**config.mk**
```make
export PLATFORM = sky130hd
export DESIGN_NAME = top_s
export DESIGN_NICKNAME = d
export VERILOG_FILES = /design/src/logic/wz_cfg_pkg.sv /design/src/logic/wz_data_pkg.sv /design/src/logic/fx_apb_if.sv /design/src/logic/ad_capture.sv /design/src/logic/dsp_combine.sv /design/src/logic/fx_apb_fabric.sv /design/src/logic/syn_timebase.sv /design/src/logic/top_s.sv
export SDC_FILE = /design/constraint.sdc
export NUM_CORES = 1
export LEC_CHECK = 0
export BUFFER_PORTS_ARGS = -buffer_cell sky130_fd_sc_hd__buf_2
export CORE_MARGIN = 1.5
export CORE_UTILIZATION = 45
export CTS_CLUSTER_SIZE = 14
export DETAILED_ROUTE_END_ITERATION = 8
export PLACE_DENSITY = 0.62
export REMOVE_ABC_BUFFERS = 1
export SYNTH_ARGS = -nofsm -noshare
export SYNTH_HDL_FRONTEND = slang
export SYNTH_SLANG_ARGS = --single-unit
```
**constraint.sdc**
```tcl
create_clock -name clk_sys -period 8.9 [get_ports clk_sys]
set_input_delay 0 -clock clk_sys [delete_from_list [all_inputs] [get_ports clk_sys]]
set_output_delay 0 -clock clk_sys [all_outputs]
set_load 0.01 [all_outputs]
```
**src/logic/wz_cfg_pkg.sv**
```systemverilog
// register map of the acquisition slice
`default_nettype none

package wz_cfg_pkg;

  // bus widths
  localparam int APB_ADDR_W = 8;
  localparam int APB_DATA_W = 32;

  typedef logic [APB_ADDR_W-1:0] apb_addr_t;
  typedef logic [APB_DATA_W-1:0] apb_data_t;

  // upper address nibble selects the block
  typedef logic [3:0] mod_t;

  localparam mod_t MOD_SYN = 4'd1;
  localparam mod_t MOD_AD1 = 4'd2;
  localparam mod_t MOD_AD2 = 4'd3;
  localparam mod_t MOD_AD3 = 4'd4;
  localparam mod_t MOD_DSP = 4'd5;

  // lower nibble, same offsets in every block
  typedef logic [3:0] reg_t;

  localparam reg_t REG_CTRL = 4'd0;
  localparam reg_t REG_DATA = 4'd1;
  localparam reg_t REG_STAT = 4'd2;

endpackage

`default_nettype wire

```
**src/logic/wz_data_pkg.sv**
```systemverilog
// data path types
`default_nettype none

package wz_data_pkg;

  // raw adc word, two's complement
  typedef logic signed [23:0] ad_sample_t;

  // combined word, wide enough for a three-way sum
  typedef logic signed [25:0] dp_sample_t;

  typedef logic [31:0] utc_t;
  typedef logic [31:0] ns_t;

  // one second in nanoseconds
  localparam ns_t NS_PER_SEC = 32'd1_000_000_000;

  typedef enum logic [1:0] {
    DP_CH1 = 2'd0,
    DP_CH2 = 2'd1,
    DP_CH3 = 2'd2,
    DP_SUM = 2'd3
  } dp_mode_t;

endpackage

`default_nettype wire

```
**src/logic/fx_apb_if.sv**
```systemverilog
// register bus, apb flavour
`default_nettype none

interface fx_apb_if;

  wz_cfg_pkg::apb_addr_t paddr;
  logic                  psel;
  logic                  penable;
  logic                  pwrite;
  wz_cfg_pkg::apb_data_t pwdata;
  wz_cfg_pkg::apb_data_t prdata;
  logic                  pready;

  modport host (
    output paddr, psel, penable, pwrite, pwdata,
    input  prdata, pready
  );

  modport target (
    input  paddr, psel, penable, pwrite, pwdata,
    output prdata, pready
  );

endinterface

`default_nettype wire

```
**src/logic/ad_capture.sv**
```systemverilog
// serial adc frame sequencer and capture
`default_nettype none

module ad_capture #(
  parameter int CLK_DIV = 2
) (
  input  logic                    clk_sys,
  input  logic                    reset,
  output logic                    ad_clk,
  input  logic                    ad_din,
  output logic                    ad_sync,
  fx_apb_if.target                bus,
  output wz_data_pkg::ad_sample_t ad_sample,
  output logic                    ad_vld
);

  // half period 0 opens a frame, 51 closes it
  localparam logic [5:0]  HALF_LAST = 6'd51;
  localparam logic [5:0]  HALF_LSB  = 6'd48;
  localparam logic [15:0] DIV_LAST  = 16'(CLK_DIV - 1);

  logic        en;
  logic        running;
  logic        start;
  logic        adv;
  logic [15:0] div_cnt;
  logic [5:0]  half_cnt;
  logic [5:0]  half_nxt;
  logic        take_bit;
  logic [22:0] shift_q;
  logic [15:0] frame_cnt;
  logic        ctrl_wr;

  assign ctrl_wr = bus.psel & bus.penable & bus.pwrite &
                   (bus.paddr[3:0] == wz_cfg_pkg::REG_CTRL);

  assign start    = en & ~running;
  assign adv      = running & (div_cnt == DIV_LAST);
  assign half_nxt = (half_cnt == HALF_LAST) ? 6'd0 : half_cnt + 6'd1;
  // each data period begins with a rising ad_clk
  assign take_bit = adv & ~half_nxt[0] & (half_nxt >= 6'd2) & (half_nxt <= HALF_LSB);

  // -------------------------------------------------------------------------
  // frame sequencer
  // -------------------------------------------------------------------------
  always_ff @(posedge clk_sys) begin
    if (reset) begin
      en        <= 1'b0;
      running   <= 1'b0;
      div_cnt   <= '0;
      half_cnt  <= '0;
      ad_clk    <= 1'b0;
      ad_sync   <= 1'b0;
      ad_vld    <= 1'b0;
      frame_cnt <= '0;
    end else begin
      ad_vld <= 1'b0;
      if (ctrl_wr) en <= bus.pwdata[0];
      if (start) begin
        running  <= 1'b1;
        div_cnt  <= '0;
        half_cnt <= '0;
        ad_clk   <= 1'b1;
        ad_sync  <= 1'b1;
      end else if (running) begin
        if (!adv) begin
          div_cnt <= div_cnt + 16'd1;
        end else begin
          div_cnt <= '0;
          if (half_cnt == HALF_LAST && !en) begin
            // disabled, park after the idle period
            running <= 1'b0;
            ad_clk  <= 1'b0;
            ad_sync <= 1'b0;
          end else begin
            half_cnt <= half_nxt;
            ad_clk   <= ~half_nxt[0];
            ad_sync  <= (half_nxt <= 6'd1);
            if (half_nxt == HALF_LSB) begin
              ad_vld    <= 1'b1;
              frame_cnt <= frame_cnt + 16'd1;
            end
          end
        end
      end
    end
  end

  // msb first shift, full word on the last bit
  always_ff @(posedge clk_sys) begin
    if (take_bit) shift_q <= {shift_q[21:0], ad_din};
    if (take_bit && half_nxt == HALF_LSB) ad_sample <= {shift_q, ad_din};
  end

  assign bus.pready = bus.psel & bus.penable;

  always_comb begin
    case (bus.paddr[3:0])
      wz_cfg_pkg::REG_CTRL: bus.prdata = {31'b0, en};
      wz_cfg_pkg::REG_DATA: bus.prdata = {{8{ad_sample[23]}}, ad_sample};
      wz_cfg_pkg::REG_STAT: bus.prdata = {16'b0, frame_cnt};
      default:              bus.prdata = '0;
    endcase
  end

endmodule

`default_nettype wire

```
**src/logic/dsp_combine.sv**
```systemverilog
// three channel combine with timestamp
`default_nettype none

module dsp_combine (
  input  logic                    clk_sys,
  input  logic                    reset,
  input  wz_data_pkg::ad_sample_t ad1_sample,
  input  wz_data_pkg::ad_sample_t ad2_sample,
  input  wz_data_pkg::ad_sample_t ad3_sample,
  input  logic                    ad1_vld,
  input  logic                    ad2_vld,
  input  logic                    ad3_vld,
  input  wz_data_pkg::utc_t       utc_sec,
  input  wz_data_pkg::ns_t        now_ns,
  fx_apb_if.target                bus,
  output wz_data_pkg::dp_sample_t dp_data,
  output logic                    dp_vld,
  output wz_data_pkg::utc_t       dp_sec,
  output wz_data_pkg::ns_t        dp_ns
);

  wz_data_pkg::ad_sample_t s1_q, s2_q, s3_q;
  wz_data_pkg::ad_sample_t s1, s2, s3;
  wz_data_pkg::dp_sample_t ext1, ext2, ext3;
  wz_data_pkg::dp_sample_t comb;
  wz_data_pkg::dp_mode_t   mode;
  logic [2:0]              have_q;
  logic [2:0]              have;
  logic                    all_have;
  logic [31:0]             out_cnt;
  logic                    ctrl_wr;

  assign ctrl_wr = bus.psel & bus.penable & bus.pwrite &
                   (bus.paddr[3:0] == wz_cfg_pkg::REG_CTRL);

  // a sample arriving this cycle counts already
  assign s1       = ad1_vld ? ad1_sample : s1_q;
  assign s2       = ad2_vld ? ad2_sample : s2_q;
  assign s3       = ad3_vld ? ad3_sample : s3_q;
  assign have     = have_q | {ad3_vld, ad2_vld, ad1_vld};
  assign all_have = &have;

  assign ext1 = {{2{s1[23]}}, s1};
  assign ext2 = {{2{s2[23]}}, s2};
  assign ext3 = {{2{s3[23]}}, s3};

  always_comb begin
    case (mode)
      wz_data_pkg::DP_CH1: comb = ext1;
      wz_data_pkg::DP_CH2: comb = ext2;
      wz_data_pkg::DP_CH3: comb = ext3;
      default:             comb = ext1 + ext2 + ext3;
    endcase
  end

  // -------------------------------------------------------------------------
  // set tracking and output
  // -------------------------------------------------------------------------
  always_ff @(posedge clk_sys) begin
    if (reset) begin
      have_q  <= '0;
      dp_vld  <= 1'b0;
      mode    <= wz_data_pkg::DP_CH1;
      out_cnt <= '0;
    end else begin
      dp_vld <= all_have;
      if (all_have) begin
        have_q  <= '0;
        out_cnt <= out_cnt + 32'd1;
      end else begin
        have_q <= have;
      end
      if (ctrl_wr) mode <= wz_data_pkg::dp_mode_t'(bus.pwdata[1:0]);
    end
  end

  // newest sample wins until the set completes
  always_ff @(posedge clk_sys) begin
    if (ad1_vld) s1_q <= ad1_sample;
    if (ad2_vld) s2_q <= ad2_sample;
    if (ad3_vld) s3_q <= ad3_sample;
    if (all_have) begin
      dp_data <= comb;
      dp_sec  <= utc_sec;
      dp_ns   <= now_ns;
    end
  end

  assign bus.pready = bus.psel & bus.penable;

  always_comb begin
    case (bus.paddr[3:0])
      wz_cfg_pkg::REG_CTRL: bus.prdata = {30'b0, mode};
      wz_cfg_pkg::REG_DATA: bus.prdata = {{6{dp_data[25]}}, dp_data};
      wz_cfg_pkg::REG_STAT: bus.prdata = out_cnt;
      default:              bus.prdata = '0;
    endcase
  end

endmodule

`default_nettype wire

```
**src/logic/fx_apb_fabric.sv**
```systemverilog
// register bus fabric, routes by module number
`default_nettype none

module fx_apb_fabric (
  fx_apb_if.target host,
  fx_apb_if.host   syn,
  fx_apb_if.host   ad1,
  fx_apb_if.host   ad2,
  fx_apb_if.host   ad3,
  fx_apb_if.host   dsp
);

  wz_cfg_pkg::mod_t      mod;
  wz_cfg_pkg::apb_addr_t blk_addr;

  assign mod      = host.paddr[7:4];
  assign blk_addr = {4'h0, host.paddr[3:0]};

  // -------------------------------------------------------------------------
  // request side
  // -------------------------------------------------------------------------
  assign syn.psel = host.psel && (mod == wz_cfg_pkg::MOD_SYN);
  assign ad1.psel = host.psel && (mod == wz_cfg_pkg::MOD_AD1);
  assign ad2.psel = host.psel && (mod == wz_cfg_pkg::MOD_AD2);
  assign ad3.psel = host.psel && (mod == wz_cfg_pkg::MOD_AD3);
  assign dsp.psel = host.psel && (mod == wz_cfg_pkg::MOD_DSP);

  assign syn.paddr = blk_addr;
  assign ad1.paddr = blk_addr;
  assign ad2.paddr = blk_addr;
  assign ad3.paddr = blk_addr;
  assign dsp.paddr = blk_addr;

  assign syn.penable = host.penable;
  assign ad1.penable = host.penable;
  assign ad2.penable = host.penable;
  assign ad3.penable = host.penable;
  assign dsp.penable = host.penable;

  assign syn.pwrite = host.pwrite;
  assign ad1.pwrite = host.pwrite;
  assign ad2.pwrite = host.pwrite;
  assign ad3.pwrite = host.pwrite;
  assign dsp.pwrite = host.pwrite;

  assign syn.pwdata = host.pwdata;
  assign ad1.pwdata = host.pwdata;
  assign ad2.pwdata = host.pwdata;
  assign ad3.pwdata = host.pwdata;
  assign dsp.pwdata = host.pwdata;

  // -------------------------------------------------------------------------
  // response side
  // -------------------------------------------------------------------------
  always_comb begin
    // unmapped numbers finish at once with zero data
    host.prdata = '0;
    host.pready = host.psel & host.penable;
    case (mod)
      wz_cfg_pkg::MOD_SYN: begin
        host.prdata = syn.prdata;
        host.pready = syn.pready;
      end
      wz_cfg_pkg::MOD_AD1: begin
        host.prdata = ad1.prdata;
        host.pready = ad1.pready;
      end
      wz_cfg_pkg::MOD_AD2: begin
        host.prdata = ad2.prdata;
        host.pready = ad2.pready;
      end
      wz_cfg_pkg::MOD_AD3: begin
        host.prdata = ad3.prdata;
        host.pready = ad3.pready;
      end
      wz_cfg_pkg::MOD_DSP: begin
        host.prdata = dsp.prdata;
        host.pready = dsp.pready;
      end
      default: ;
    endcase
  end

endmodule

`default_nettype wire

```
**src/logic/syn_timebase.sv**
```systemverilog
// seconds and nanoseconds timebase
`default_nettype none

module syn_timebase #(
  parameter int NS_PER_CLK = 100
) (
  input  logic              clk_sys,
  input  logic              reset,
  input  logic              rx_syn,
  fx_apb_if.target          bus,
  output wz_data_pkg::utc_t utc_sec,
  output wz_data_pkg::ns_t  now_ns
);

  logic [2:0]        syn_sr;
  logic              syn_evt;
  logic              syn_vld;
  logic              pend_vld;
  wz_data_pkg::utc_t pend_sec;
  wz_data_pkg::ns_t  ns_next;
  logic              ctrl_wr;

  assign ctrl_wr = bus.psel & bus.penable & bus.pwrite &
                   (bus.paddr[3:0] == wz_cfg_pkg::REG_CTRL);
  assign ns_next = now_ns + wz_data_pkg::ns_t'(NS_PER_CLK);

  // two-flop synchronizer, one more stage for the rising edge
  always_ff @(posedge clk_sys) begin
    if (reset) begin
      syn_sr  <= '0;
      syn_evt <= 1'b0;
    end else begin
      syn_sr  <= {syn_sr[1:0], rx_syn};
      syn_evt <= syn_sr[1] & ~syn_sr[2];
    end
  end

  always_ff @(posedge clk_sys) begin
    if (reset) begin
      utc_sec  <= '0;
      now_ns   <= '0;
      syn_vld  <= 1'b0;
      pend_vld <= 1'b0;
    end else begin
      if (syn_evt) begin
        now_ns   <= '0;
        utc_sec  <= pend_vld ? pend_sec : utc_sec + 32'd1;
        syn_vld  <= 1'b1;
        pend_vld <= 1'b0;
      end else if (ns_next >= wz_data_pkg::NS_PER_SEC) begin
        now_ns  <= '0;
        utc_sec <= utc_sec + 32'd1;
      end else begin
        now_ns <= ns_next;
      end
      // a write in the same cycle arms the next edge
      if (ctrl_wr) pend_vld <= 1'b1;
    end
  end

  always_ff @(posedge clk_sys) begin
    if (ctrl_wr) pend_sec <= bus.pwdata;
  end

  assign bus.pready = bus.psel & bus.penable;

  always_comb begin
    case (bus.paddr[3:0])
      wz_cfg_pkg::REG_CTRL: bus.prdata = utc_sec;
      wz_cfg_pkg::REG_DATA: bus.prdata = now_ns;
      wz_cfg_pkg::REG_STAT: bus.prdata = {31'b0, syn_vld};
      default:              bus.prdata = '0;
    endcase
  end

endmodule

`default_nettype wire

```
**src/logic/top_s.sv**
```systemverilog
// acquisition slice of the slave fpga
`default_nettype none

module top_s #(
  parameter int CLK_DIV    = 2,
  parameter int NS_PER_CLK = 100
) (
  input  logic                    clk_sys,
  input  logic                    reset,
  // register bus
  input  wz_cfg_pkg::apb_addr_t   paddr,
  input  logic                    psel,
  input  logic                    penable,
  input  logic                    pwrite,
  input  wz_cfg_pkg::apb_data_t   pwdata,
  output wz_cfg_pkg::apb_data_t   prdata,
  output logic                    pready,
  // sync line
  input  logic                    rx_syn,
  // adc interface
  output logic                    ad1_clk,
  output logic                    ad2_clk,
  output logic                    ad3_clk,
  input  logic                    ad1_din,
  input  logic                    ad2_din,
  input  logic                    ad3_din,
  output logic                    ad1_sync,
  output logic                    ad2_sync,
  output logic                    ad3_sync,
  // combined data out
  output wz_data_pkg::dp_sample_t dp_data,
  output logic                    dp_vld,
  output wz_data_pkg::utc_t       dp_sec,
  output wz_data_pkg::ns_t        dp_ns
);

  // -------------------------------------------------------------------------
  // register bus
  // -------------------------------------------------------------------------
  fx_apb_if host_bus ();
  fx_apb_if syn_bus ();
  fx_apb_if ad1_bus ();
  fx_apb_if ad2_bus ();
  fx_apb_if ad3_bus ();
  fx_apb_if dsp_bus ();

  assign host_bus.paddr   = paddr;
  assign host_bus.psel    = psel;
  assign host_bus.penable = penable;
  assign host_bus.pwrite  = pwrite;
  assign host_bus.pwdata  = pwdata;
  assign prdata           = host_bus.prdata;
  assign pready           = host_bus.pready;

  fx_apb_fabric u_fx_apb_fabric (
    .host (host_bus),
    .syn  (syn_bus),
    .ad1  (ad1_bus),
    .ad2  (ad2_bus),
    .ad3  (ad3_bus),
    .dsp  (dsp_bus)
  );

  // -------------------------------------------------------------------------
  // timebase
  // -------------------------------------------------------------------------
  wz_data_pkg::utc_t utc_sec;
  wz_data_pkg::ns_t  now_ns;

  syn_timebase #(.NS_PER_CLK(NS_PER_CLK)) u_syn_timebase (
    .clk_sys (clk_sys),
    .reset   (reset),
    .rx_syn  (rx_syn),
    .bus     (syn_bus),
    .utc_sec (utc_sec),
    .now_ns  (now_ns)
  );

  // -------------------------------------------------------------------------
  // adc channels
  // -------------------------------------------------------------------------
  wz_data_pkg::ad_sample_t ad1_sample, ad2_sample, ad3_sample;
  logic                    ad1_vld, ad2_vld, ad3_vld;

  ad_capture #(.CLK_DIV(CLK_DIV)) u_ad1_capture (
    .clk_sys   (clk_sys),
    .reset     (reset),
    .ad_clk    (ad1_clk),
    .ad_din    (ad1_din),
    .ad_sync   (ad1_sync),
    .bus       (ad1_bus),
    .ad_sample (ad1_sample),
    .ad_vld    (ad1_vld)
  );

  ad_capture #(.CLK_DIV(CLK_DIV)) u_ad2_capture (
    .clk_sys   (clk_sys),
    .reset     (reset),
    .ad_clk    (ad2_clk),
    .ad_din    (ad2_din),
    .ad_sync   (ad2_sync),
    .bus       (ad2_bus),
    .ad_sample (ad2_sample),
    .ad_vld    (ad2_vld)
  );

  ad_capture #(.CLK_DIV(CLK_DIV)) u_ad3_capture (
    .clk_sys   (clk_sys),
    .reset     (reset),
    .ad_clk    (ad3_clk),
    .ad_din    (ad3_din),
    .ad_sync   (ad3_sync),
    .bus       (ad3_bus),
    .ad_sample (ad3_sample),
    .ad_vld    (ad3_vld)
  );

  // -------------------------------------------------------------------------
  // combine
  // -------------------------------------------------------------------------
  dsp_combine u_dsp_combine (
    .clk_sys    (clk_sys),
    .reset      (reset),
    .ad1_sample (ad1_sample),
    .ad2_sample (ad2_sample),
    .ad3_sample (ad3_sample),
    .ad1_vld    (ad1_vld),
    .ad2_vld    (ad2_vld),
    .ad3_vld    (ad3_vld),
    .utc_sec    (utc_sec),
    .now_ns     (now_ns),
    .bus        (dsp_bus),
    .dp_data    (dp_data),
    .dp_vld     (dp_vld),
    .dp_sec     (dp_sec),
    .dp_ns      (dp_ns)
  );

endmodule

`default_nettype wire

```
Yosys cells after proc, flatten, opt, wreduce, memory -nomap -nowiden
Index checks and enable logic that the tools add are counted.
{"block": "classes", "reduce_logical": 42, "magnitude_cmp": 10, "add_sub_neg": 14, "n_bitwise": 49, "mux": 61, "eq_ne": 18, "div_mod_pow": 0, "n_shift": 0, "multipliers": 0}
{"cell": "32-bit case mux with 3 select lines", "n": 5}
{"cell": "32-bit case mux with 5 select lines", "n": 1}
{"cell": "16-bit by 1-bit adder with 16-bit output, second input constant", "n": 6}
{"cell": "32-bit two-way mux", "n": 3}
{"cell": "26-bit case mux with 3 select lines", "n": 1}
{"cell": "24-bit two-way mux", "n": 3}
{"cell": "32-bit by 1-bit adder with 32-bit output, second input constant", "n": 2}
{"cell": "16-bit by 1-bit equality test with 1-bit output, second input constant", "n": 3}
{"cell": "16-bit two-way mux", "n": 3}
{"cell": "1-bit two-way mux", "n": 41}
{"cell": "6-bit equality test, second input constant", "n": 6}
{"cell": "32-bit by 7-bit adder with 32-bit output, second input constant", "n": 1}
{"cell": "1-bit AND", "n": 32}
{"cell": "32-bit by 30-bit greater-or-equal comparator with 1-bit output, second input constant", "n": 1}
{"cell": "25-bit by 24-bit adder with 26-bit output", "n": 1}
{"cell": "24-bit by 24-bit adder with 25-bit output", "n": 1}
{"cell": "6-bit by 1-bit adder with 6-bit output, second input constant", "n": 3}
{"cell": "6-bit by 2-bit greater-or-equal comparator with 1-bit output, second input constant", "n": 3}
{"cell": "6-bit by 1-bit less-or-equal comparator with 1-bit output, second input constant", "n": 3}
{"cell": "6-bit less-or-equal comparator, second input constant", "n": 3}
{"cell": "6-bit two-way mux", "n": 3}
{"cell": "1-bit NOT", "n": 16}
{"cell": "2-bit nonzero test", "n": 8}
{"cell": "5-bit AND reduction", "n": 3}
{"cell": "other kinds (16)", "n": 42}
{"block": "word_totals", "reg_bits": 572, "out_inout_bits": 130, "latchBits": 0, "n_memories": 0, "ram_bits": 0, "mem_bits_ro": 0}

Logic depth before layout (Yosys ltp)
Gate-level depths: netlist (run 1).
{"block": "logic_depth", "ltp_word": 7, "mapped_depth": 18}

By module
A second synthesis (run 1) with hierarchy kept.
{"block": "hier_totals", "hier_cells": 2863, "hier_area_um2": 30249.0}
{"module": "ad_capture", "seq_area_each_um2": 2272.2, "area_each_um2": 4221.5, "cells_each": 376, "instances": 3}
{"module": "dsp_combine", "seq_area_each_um2": 4904.7, "area_each_um2": 9347.7, "cells_each": 747, "instances": 1}
{"module": "syn_timebase", "seq_area_each_um2": 2322.2, "area_each_um2": 5212.5, "cells_each": 574, "instances": 1}
{"module": "fx_apb_fabric", "seq_area_each_um2": 0.0, "area_each_um2": 3024.2, "cells_each": 414, "instances": 1}

Least setup slack after synthesis (run 1)
No wires, ideal clock.
{"block": "synth_path", "path_type": "reg-to-reg", "startpoint": "reg u_ad1_capture.ad_vld", "endpoint": "reg u_dsp_combine.out_cnt[5]", "slack_ns": 0.691, "n_path_buf": 1, "t_arrival_ns": 8.082, "stages_incl_launch_ff": 8, "synth_period_minus_slack_ns": 8.209, "path_cell_list": "dfxtp_1 clkbuf_1 nor2_1 nor3_1 and3_1 nand4_1 xor2_1 nor2_1"}
{"block": "synth_via", "elab_chain_len": 2}
{"item": "start: declaration", "line_no": "ad_capture.sv:14", "text": "output logic ad_vld"}
{"item": "start signal: assignment", "line_no": "ad_capture.sv:54", "text": "ad_vld <= 1'b0;"}
{"item": "start signal: assignment", "line_no": "ad_capture.sv:57", "text": "ad_vld <= 1'b0;"}
{"item": "start signal: assignment", "line_no": "ad_capture.sv:80", "text": "ad_vld <= 1'b1;"}
{"item": "3-bit bitwise OR", "line_no": "dsp_combine.sv:40", "text": "assign have = have_q | {ad3_vld, ad2_vld, ad1_vld};"}
{"item": "3-bit AND reduction", "line_no": "dsp_combine.sv:41", "text": "assign all_have = &have;"}
{"item": "net u_dsp_combine.all_have", "line_no": "dsp_combine.sv:29", "text": "logic all_have;"}
{"item": "end signal: assignment", "line_no": "dsp_combine.sv:69", "text": "out_cnt <= out_cnt + 32'd1;"}
{"item": "end: declaration", "line_no": "dsp_combine.sv:30", "text": "logic [31:0] out_cnt;"}
The timed path passes the listed nets, and every way through them passes these cells.
A chain may end at the register's enable or synchronous reset.

Final worst setup path (run 1)
{"block": "layout_path", "startpoint": "reg u_ad2_capture.ad_vld", "endpoint": "reg u_dsp_combine.dp_data[24], data pin"}
{"block": "layout_via", "elab_chain_len": 4}
{"item": "start: declaration", "line_no": "ad_capture.sv:14"}
{"item": "start signal: assignment", "line_no": "ad_capture.sv:54"}
{"item": "start signal: assignment", "line_no": "ad_capture.sv:57"}
{"item": "start signal: assignment", "line_no": "ad_capture.sv:80"}
{"item": "24-bit two-way mux", "line_no": "dsp_combine.sv:38", "text": "assign s2 = ad2_vld ? ad2_sample : s2_q;"}
{"item": "net u_dsp_combine.s2[4]", "line_no": "dsp_combine.sv:23", "text": "wz_data_pkg::ad_sample_t s1, s2, s3;"}
{"item": "24-bit by 24-bit adder with 25-bit output", "line_no": "dsp_combine.sv:52", "text": "default: comb = ext1 + ext2 + ext3;"}
{"item": "25-bit by 24-bit adder with 26-bit output", "line_no": "dsp_combine.sv:52"}
{"item": "26-bit case mux with 3 select lines", "line_no": "dsp_combine.sv:48", "text": "case (mode)"}
{"item": "net u_dsp_combine.comb[24]", "line_no": "dsp_combine.sv:25", "text": "wz_data_pkg::dp_sample_t comb;"}
{"item": "end signal: assignment", "line_no": "dsp_combine.sv:83", "text": "dp_data <= comb;"}
{"item": "end: declaration", "line_no": "dsp_combine.sv:16", "text": "output wz_data_pkg::dp_sample_t dp_data,"}
The timed path passes the listed nets, and every way through them passes these cells.

==> results summary, run 1 <==
The largest fanout on the critical path is 26. The vertical extent of the die is 242 um. Walking the worst path, the cells encountered are buf_4, mux2_2, fa_1, ha_1, and3_1, a22oi_1, a21oi_1, a211oi_1, o32ai_1, or4b_2, a31oi_1, xor2_1, o21ai_0.

The via total after detailed routing came out at 19.4k. The number of global-route vias before repair was 18.7k. The family of cells with the greatest summed delay on the critical path is compound AO/OA/AOI/OAI gates. The pin slew with the least headroom to its limit came out at 1.30 ns. Across the VDD grid, the largest voltage drop is 0.153 mV. The worst hold margin came out at 0.0348 ns. The share of the synthesized area in the top cell type came out at 30.5%. The core region is 56400 um2. Once detail routing completed, the nets flagged for antenna violations numbered 0. Synthesis produced 2349 cells. The aggregate global-route resource usage is 24.0%. For flop-to-flop paths, the worst setup slack is 4.30 ns.

The count of max-cap constraint violations is 0. The post-route clock period utilization came out at 51.7%. During I/O placement, the number of pins put on the boundary was 179. The share of cells above drive strength 1 is 16.6%.

The distinct cell type count after synthesis came out at 84. The wire-length estimate of the detail-placed layout is 50.6 mm. The leading area contributor after synthesis is sky130_fd_sc_hd__edfxtp_1. The upper clock frequency limit came out at 217 MHz.

The post-synthesis sequential area ratio came out at 54.4%. The count of pins over their slew limit came out at 0. The number of optimization iterations in the first detailed-route pass is 6. The post-cts gate resize count is 0.

The buffer count from post-CTS setup fixing came out at 0. The clock net sink count came out at 568. Setup repair after global routing left no endpoint under its margin. In the final timing run, aggregate negative setup slack is 0 ns. By count the netlist is led by sky130_fd_sc_hd__dfxtp_1, sky130_fd_sc_hd__edfxtp_1, sky130_fd_sc_hd__nor2_1. The synthesized flop and latch total came out at 568. The maximum level of the CTS H-tree came out at 2. The worst min-delay path class is input pin to flop. After clock tree synthesis, the clock-pin slew on the worst setup and hold paths is 0.07 ns. Entering global routing, the biggest net connects 85 pins. The most used flip-flop cell after synthesis is sky130_fd_sc_hd__dfxtp_1. The last weighted congestion value of the routability-driven placer came out at 0.898. The setup-violating endpoint count in the final report came out at 0. After the last flow step, the layout net total stands at 2641. The sequential cell area came out at 14000 um2. The floorplan die width came out at 242 um. The number of core rows came out at 87. The per-cell via count in the routed design is 5.83.

The first global-routing pass estimated 111 mm of wire. The power density normalized to cell area is 183 nW/um2. The share of flip-flops with an asynchronous set or reset is 0%.

The classification of the worst setup path is flop to flop. The final hold violation count came out at 0. Once the floorplan was initialized, standard cells occupied 45.6% of the core. The post-detailed-routing wire length is 72.0 mm.

The sum of buffers and inverters on the critical path is 1. The filler cell count in the final layout is 4891. The count of flip-flops with a built-in enable after synthesis came out at 261. The number of cells after detailed placement came out at 3180. The delay of the slowest critical-path stage is 0.65 ns. The count of input and output buffers came out at 176. TritonCTS built the clock tree. The final critical delay including setup and external delays came out at 4.60 ns. The cts-stage hold buffer count came out at 38. The area added between synthesis and finish came out at 15.8%. The clock tree buffer depth is 3. The clock latency at the later pin of the worst-skew pair is 0.62 ns. Data on the critical path arrives at its endpoint at 4.96 ns.

The worst slew slack as a fraction of its limit came out at 12.9%. The mean area per synthesized cell is 10.9 um2. The data required time of the worst path is 9.26 ns.

The number of buffers added by the clock tree synthesis step is 60. Yosys printed 0 warnings. For this design, the slowest cell found on the critical path is sky130_fd_sc_hd__or4b_2.

The number of design-rule violations left by the first detailed-router iteration is 1862. The sort of element at the start of the critical path is a flop. The clock root buffer is sky130_fd_sc_hd__clkbuf_16. The final cell count without fillers is 3332. The final total power came out at 0.00545 W. By area the synthesized netlist is led by sky130_fd_sc_hd__edfxtp_1, sky130_fd_sc_hd__dfxtp_1, sky130_fd_sc_hd__nor2_1.

The leakage power came out at 10.6 nW. The setup clock skew after layout is 0.0129 ns. By instance count, the leading cell after synthesis is sky130_fd_sc_hd__dfxtp_1. The number of antenna violations at the first check in global routing is 2.

The area of the multi-input gates came out at 11000 um2. The leftover overflow at the end of global routing came out at 0. The die covers 58600 um2. The routed length per instance came out at 21.6 um. The flow ran to the end, and the final reports show no timing, DRC or antenna violations.

The post-synth design cell area came out at 25700 um2. STA classifies the critical path endpoint as a flop. In the routed design, unresolved DRC markers number 0.
## final timing paths
kind                                  startpoint                                  end  cells after the start
max              u_ad2_capture.ad_vld$_SDFF_PP0_  u_dsp_combine.dp_data[24]$_DFFE_PP_                     13
min                                     paddr[4]        u_ad3_capture.en$_SDFFE_PP0P_                      5
min reg2reg  u_syn_timebase.syn_sr[2]$_SDFF_PP0_    u_syn_timebase.syn_evt$_SDFF_PP0_                      1
max reg2reg      u_ad2_capture.ad_vld$_SDFF_PP0_  u_dsp_combine.dp_data[24]$_DFFE_PP_                     13
## metal layers
layer	share of wire, %	GRT usage (%)
met4	3.5	9.34
met3	6.2	3.30
met5	0.011	0
met2	46	38.7
met1	44	32.8
## layout make-up
class | instances | share of cell area (%)
Clock buffer | 71 | 5.50
Multi-Input combinational cell | 1595 | 37.1
Clock inverter | 41 | 1.49
Inverter | 53 | 0.669
Timing Repair Buffer | 246 | 5.05
Sequential cell | 568 | 47.0
Tap cell | 756 | 3.18
Antenna cell | 2 | 0.0168
## where the power goes
part           switching [W]  internal [W]
Clock                0.00106       0.00157
Sequential        0.00000666       0.00271
Combinational      0.0000660     0.0000381
## cells in the final DEF, fill, tap and decap left out, types with 50 or more instances in the layout
cell type	netlist	routed
sky130_fd_sc_hd__nand4_1	51	51
sky130_fd_sc_hd__mux2_2	73	73
sky130_fd_sc_hd__xor2_1	81	81
sky130_fd_sc_hd__nor2_1	232	230
sky130_fd_sc_hd__a21oi_1	105	104
sky130_fd_sc_hd__inv_1	51	51
sky130_fd_sc_hd__nand3_1	86	86
sky130_fd_sc_hd__xnor2_1	60	60
sky130_fd_sc_hd__o21ai_0	100	100
sky130_fd_sc_hd__mux2i_1	50	50
sky130_fd_sc_hd__clkbuf_16	0	63
sky130_fd_sc_hd__dfxtp_1	307	307
sky130_fd_sc_hd__buf_2	3	175
sky130_fd_sc_hd__edfxtp_1	261	261
sky130_fd_sc_hd__nand2_1	172	172
## sequential cells by signal, indices dropped and copies added (netlist names), 16 cells and up
register / count
u_dsp_combine.s1_q: 24
u_dsp_combine.dp_ns: 30
u_syn_timebase.pend_sec: 32
u_ad1_capture.shift_q: 23
u_ad2_capture.ad_sample: 24
u_syn_timebase.now_ns: 30
u_ad3_capture.shift_q: 23
u_ad2_capture.shift_q: 23
u_dsp_combine.dp_sec: 32
u_ad1_capture.ad_sample: 24
u_ad3_capture.ad_sample: 24
u_ad2_capture.frame_cnt: 16
u_ad2_capture.div_cnt: 16
u_ad3_capture.frame_cnt: 16
u_ad3_capture.div_cnt: 16
u_dsp_combine.s2_q: 24
u_dsp_combine.dp_data: 26
u_ad1_capture.frame_cnt: 16
u_syn_timebase.utc_sec: 32
u_dsp_combine.s3_q: 24
u_ad1_capture.div_cnt: 16
u_dsp_combine.out_cnt: 32
## worst register-to-register path, stage by stage (launching register included)
cell,delay (ns)
sky130_fd_sc_hd__dfxtp_1,0.31
sky130_fd_sc_hd__buf_4,0.40
sky130_fd_sc_hd__mux2_2,0.44
sky130_fd_sc_hd__fa_1,0.47
sky130_fd_sc_hd__ha_1,0.38
sky130_fd_sc_hd__and3_1,0.19
sky130_fd_sc_hd__a22oi_1,0.22
sky130_fd_sc_hd__a21oi_1,0.20
sky130_fd_sc_hd__a211oi_1,0.42
sky130_fd_sc_hd__o32ai_1,0.20
sky130_fd_sc_hd__or4b_2,0.66
sky130_fd_sc_hd__a31oi_1,0.21
sky130_fd_sc_hd__xor2_1,0.16
sky130_fd_sc_hd__o21ai_0,0.09
## stage by stage
step	cell area, um2	setup WS [ns]	util, %
3_3_place_gp	27300	4.34	48.4
3_5_place_dp	27300	4.31	48.4
5_1_grt	29800	4.03	52.8
4_1_cts	29800	4.25	52.8
6_report	29800	4.30	52.8
2_1_floorplan	25100	0.319	-
## cell families after synthesis
kind of cell | Yosys count | share of synthesized area (%)
simple gates | 777 | 14.9
flops | 568 | 54.4
compound gates | 465 | 12.2
buf+inv | 189 | 2.97
xor+xnor | 141 | 4.81
mux | 140 | 6.64
fa+ha+maj | 68 | 4.04
other cells | 1 | 0.0146
Power figures use the tool's default switching activity.
==> run 2, diff against run 1 <==
PLACE_DENSITY = 0.65   (was 0.62)
clock period = 4.1 ns   (was 8.9 ns; I/O delays follow)
==> run 2 against run 1 <==
Compared with the run above: clock skew grew 0.0084 ns; register-to-register slack worse by 4.1 ns; critical path depth is 1 higher; critical path type unchanged; critical endpoint unchanged.
==> results summary, run 2 (synthesized netlist as in run 1, its figures left out) <==
The sum of net half-perimeters after detailed placement is 50.2 mm. The worst hold margin is 0.0935 ns. The sum of buffers and inverters on the critical path came out at 2. The tree built by TritonCTS fans out to 568 sinks.

The count of input and output buffers came out at 176. The final hold violation count is 0. The worst path arrival time came out at 4.27 ns.

The upper clock frequency limit is 254 MHz. The aggregate global-route resource usage is 23.7%. The per-cell via count in the routed design came out at 5.77.

The tree is rooted in a sky130_fd_sc_hd__clkbuf_16. The buffer count from post-CTS setup fixing came out at 0. The later pin in the worst-skew pair is clocked with a latency of 0.62 ns. The vertical extent of the die is 242 um.

Clock-pin slew was measured on the worst setup and hold paths at 0.06 ns. The leftover overflow at the end of global routing is 0. The largest fanout on the critical path is 3. The sequential cell area is 14000 um2. For the finished layout, the period the worst path requires is 3.93 ns. TritonCTS built the clock tree. For this configuration, the core starts out at a cell density of 45.6%. The number of antenna violations at the first check in global routing came out at 0. The congestion estimate from routability-driven global placement came to 0.918. The number of global-route vias before repair is 19.0k. The post-route clock period utilization came out at 95.9%. The share of cells above drive strength 1 came out at 19.5%. The classification of the worst setup path is flop to flop. The delay of the slowest critical-path stage is 0.52 ns.

Walking the worst path, the cells encountered are buf_4, mux2_2, fa_1, ha_1, a21o_1, a22oi_2, a21oi_4, a211oi_2, buf_4, o32ai_1, or4b_4, a31oi_4, xor2_1, o21ai_0. The cell area after placement came out at 27900 um2. The count of max-cap constraint violations came out at 0.

The number of DRC violations after detailed routing came out at 0. The tightest min-delay check is of the input pin to flop type. The area inside the core boundary came out at 56400 um2. The detail route stage leaves a number of antenna-violating nets equal to 0. Setup repair after global routing could not meet its margin everywhere. The final total power came out at 0.0118 W. The pin slew with the least headroom to its limit is 1.15 ns.

The largest net degree at the start of global routing came out at 53. The via total after detailed routing is 19.7k. The number of buffers added by the clock tree synthesis step came out at 60.

Row generation in the floorplan step produced 87 rows. The first routing iteration left 1935 violations. After detailed routing, the average wire length per cell comes to 20.7 um.

The critical path capture point type is a flop. The peak ir drop on the vdd network is 0.296 mV. The maximum level of the CTS H-tree came out at 2. For the worst setup path, the data required time is 4.44 ns. The top cell types in the final layout, fill and taps aside, are sky130_fd_sc_hd__dfxtp_1, sky130_fd_sc_hd__edfxtp_1, sky130_fd_sc_hd__nor2_1, sky130_fd_sc_hd__buf_2, sky130_fd_sc_hd__nand2_1. The leakage power came out at 11.0 nW.

The number of optimization iterations in the first detailed-route pass is 6. Leaving out fill and tap cells, the most frequent cell in the layout is sky130_fd_sc_hd__dfxtp_1. The filler cell count in the final layout is 4845. The count of pins over their slew limit is 0. The worst slew slack as a fraction of its limit is 23.4%. The slowest cell on the critical path is sky130_fd_sc_hd__or4b_4. The first global-routing pass estimated 110 mm of wire. With fillers left out, the area of the finished cells amounts to 30500 um2. The flow ran to the end, and the final reports show no timing, DRC or antenna violations.

The most used cell along the critical path is sky130_fd_sc_hd__buf_4. The power density normalized to cell area is 386 nW/um2. The area added between synthesis and finish is 18.8%. The final net count came out at 2719. The area of the multi-input gates came out at 11100 um2. The clock tree buffer depth came out at 3.

The floorplan die width came out at 242 um. The utilization after layout came out at 54.1%. The I/O pin total is 179. The setup clock skew after layout came out at 0.0213 ns.

The sort of element at the start of the critical path is a flop. Broken down by cell family, the worst path's largest delay share belongs to compound AO/OA/AOI/OAI gates. The floorplan step defined a die boundary enclosing 58600 um2. The post-detailed-routing wire length came out at 70.7 mm. The setup-violating endpoint count in the final report is 0.
run 2: path summary, 6_finish.rpt:
kind                                        from                             endpoint  slack, ns  depth (start not counted)
max              u_ad2_capture.ad_vld$_SDFF_PP0_  u_dsp_combine.dp_data[24]$_DFFE_PP_       0.17                         14
min                                     paddr[6]        u_ad3_capture.en$_SDFFE_PP0P_       0.09                          5
max reg2reg      u_ad2_capture.ad_vld$_SDFF_PP0_  u_dsp_combine.dp_data[24]$_DFFE_PP_       0.17                         14
min reg2reg  u_syn_timebase.syn_sr[2]$_SDFF_PP0_    u_syn_timebase.syn_evt$_SDFF_PP0_       0.39                          1
run 2: cell type report:
type                            count  share of cell area (%)
Clock buffer                       68                    5.15
Tap cell                          756                    3.10
Inverter                           53                   0.652
Timing Repair Buffer              324                    7.21
Clock inverter                     44                    1.59
Antenna cell                        2                  0.0164
Sequential cell                   568                    45.8
Multi-Input combinational cell   1595                    36.5
run 2: repair_timing:
action	in CTS	in global routing
setup endpoints to repair	2	6
pin swaps	4	8
endpoints found under the hold margin	66	0
gates resized for setup	14	16
cloned	0	0
hold buffers	40	0
run 2: metal layers:
layer / GRT usage, % / up-vias / wire, um
li1: - / 9196 / -
met1: 32.3 / 9602 / 30800
met2: 38.3 / 750 / 32900
met3: 3.17 / 144 / 4470
met4: 9.25 / 0 / 2540
met5: 0 / - / 0
run 2: power breakdown:
group	internal, W	total [W]	switching (W)
logic	0.0000914	0.000234	0.000143
registers	0.00589	0.00590	0.0000153
clock network	0.00337	0.00565	0.00228
total	0.00935	0.0118	0.00243
run 2: through the flow:
step	setup TNS, ns	setup WS, ns	cells
2_1_floorplan	-399.42	-4.48	2216
3_3_place_gp	-0.131	-0.131	3256
3_5_place_dp	-0.132	-0.132	3256
4_1_cts	0	0.00178	3408
5_1_grt	0	0.0129	3408
6_report	0	0.170	3410
run 2: worst register-to-register path, stage by stage, from the launching register on:
cell                       delay, ns
sky130_fd_sc_hd__dfxtp_2        0.35
sky130_fd_sc_hd__buf_4          0.12
sky130_fd_sc_hd__mux2_2         0.36
sky130_fd_sc_hd__fa_1           0.50
sky130_fd_sc_hd__ha_1           0.31
sky130_fd_sc_hd__a21o_1         0.21
sky130_fd_sc_hd__a22oi_2        0.27
sky130_fd_sc_hd__a21oi_4        0.11
sky130_fd_sc_hd__a211oi_2       0.23
sky130_fd_sc_hd__buf_4          0.15
sky130_fd_sc_hd__o32ai_1        0.12
sky130_fd_sc_hd__or4b_4         0.52
sky130_fd_sc_hd__a31oi_4        0.17
sky130_fd_sc_hd__xor2_1         0.16
sky130_fd_sc_hd__o21ai_0        0.09
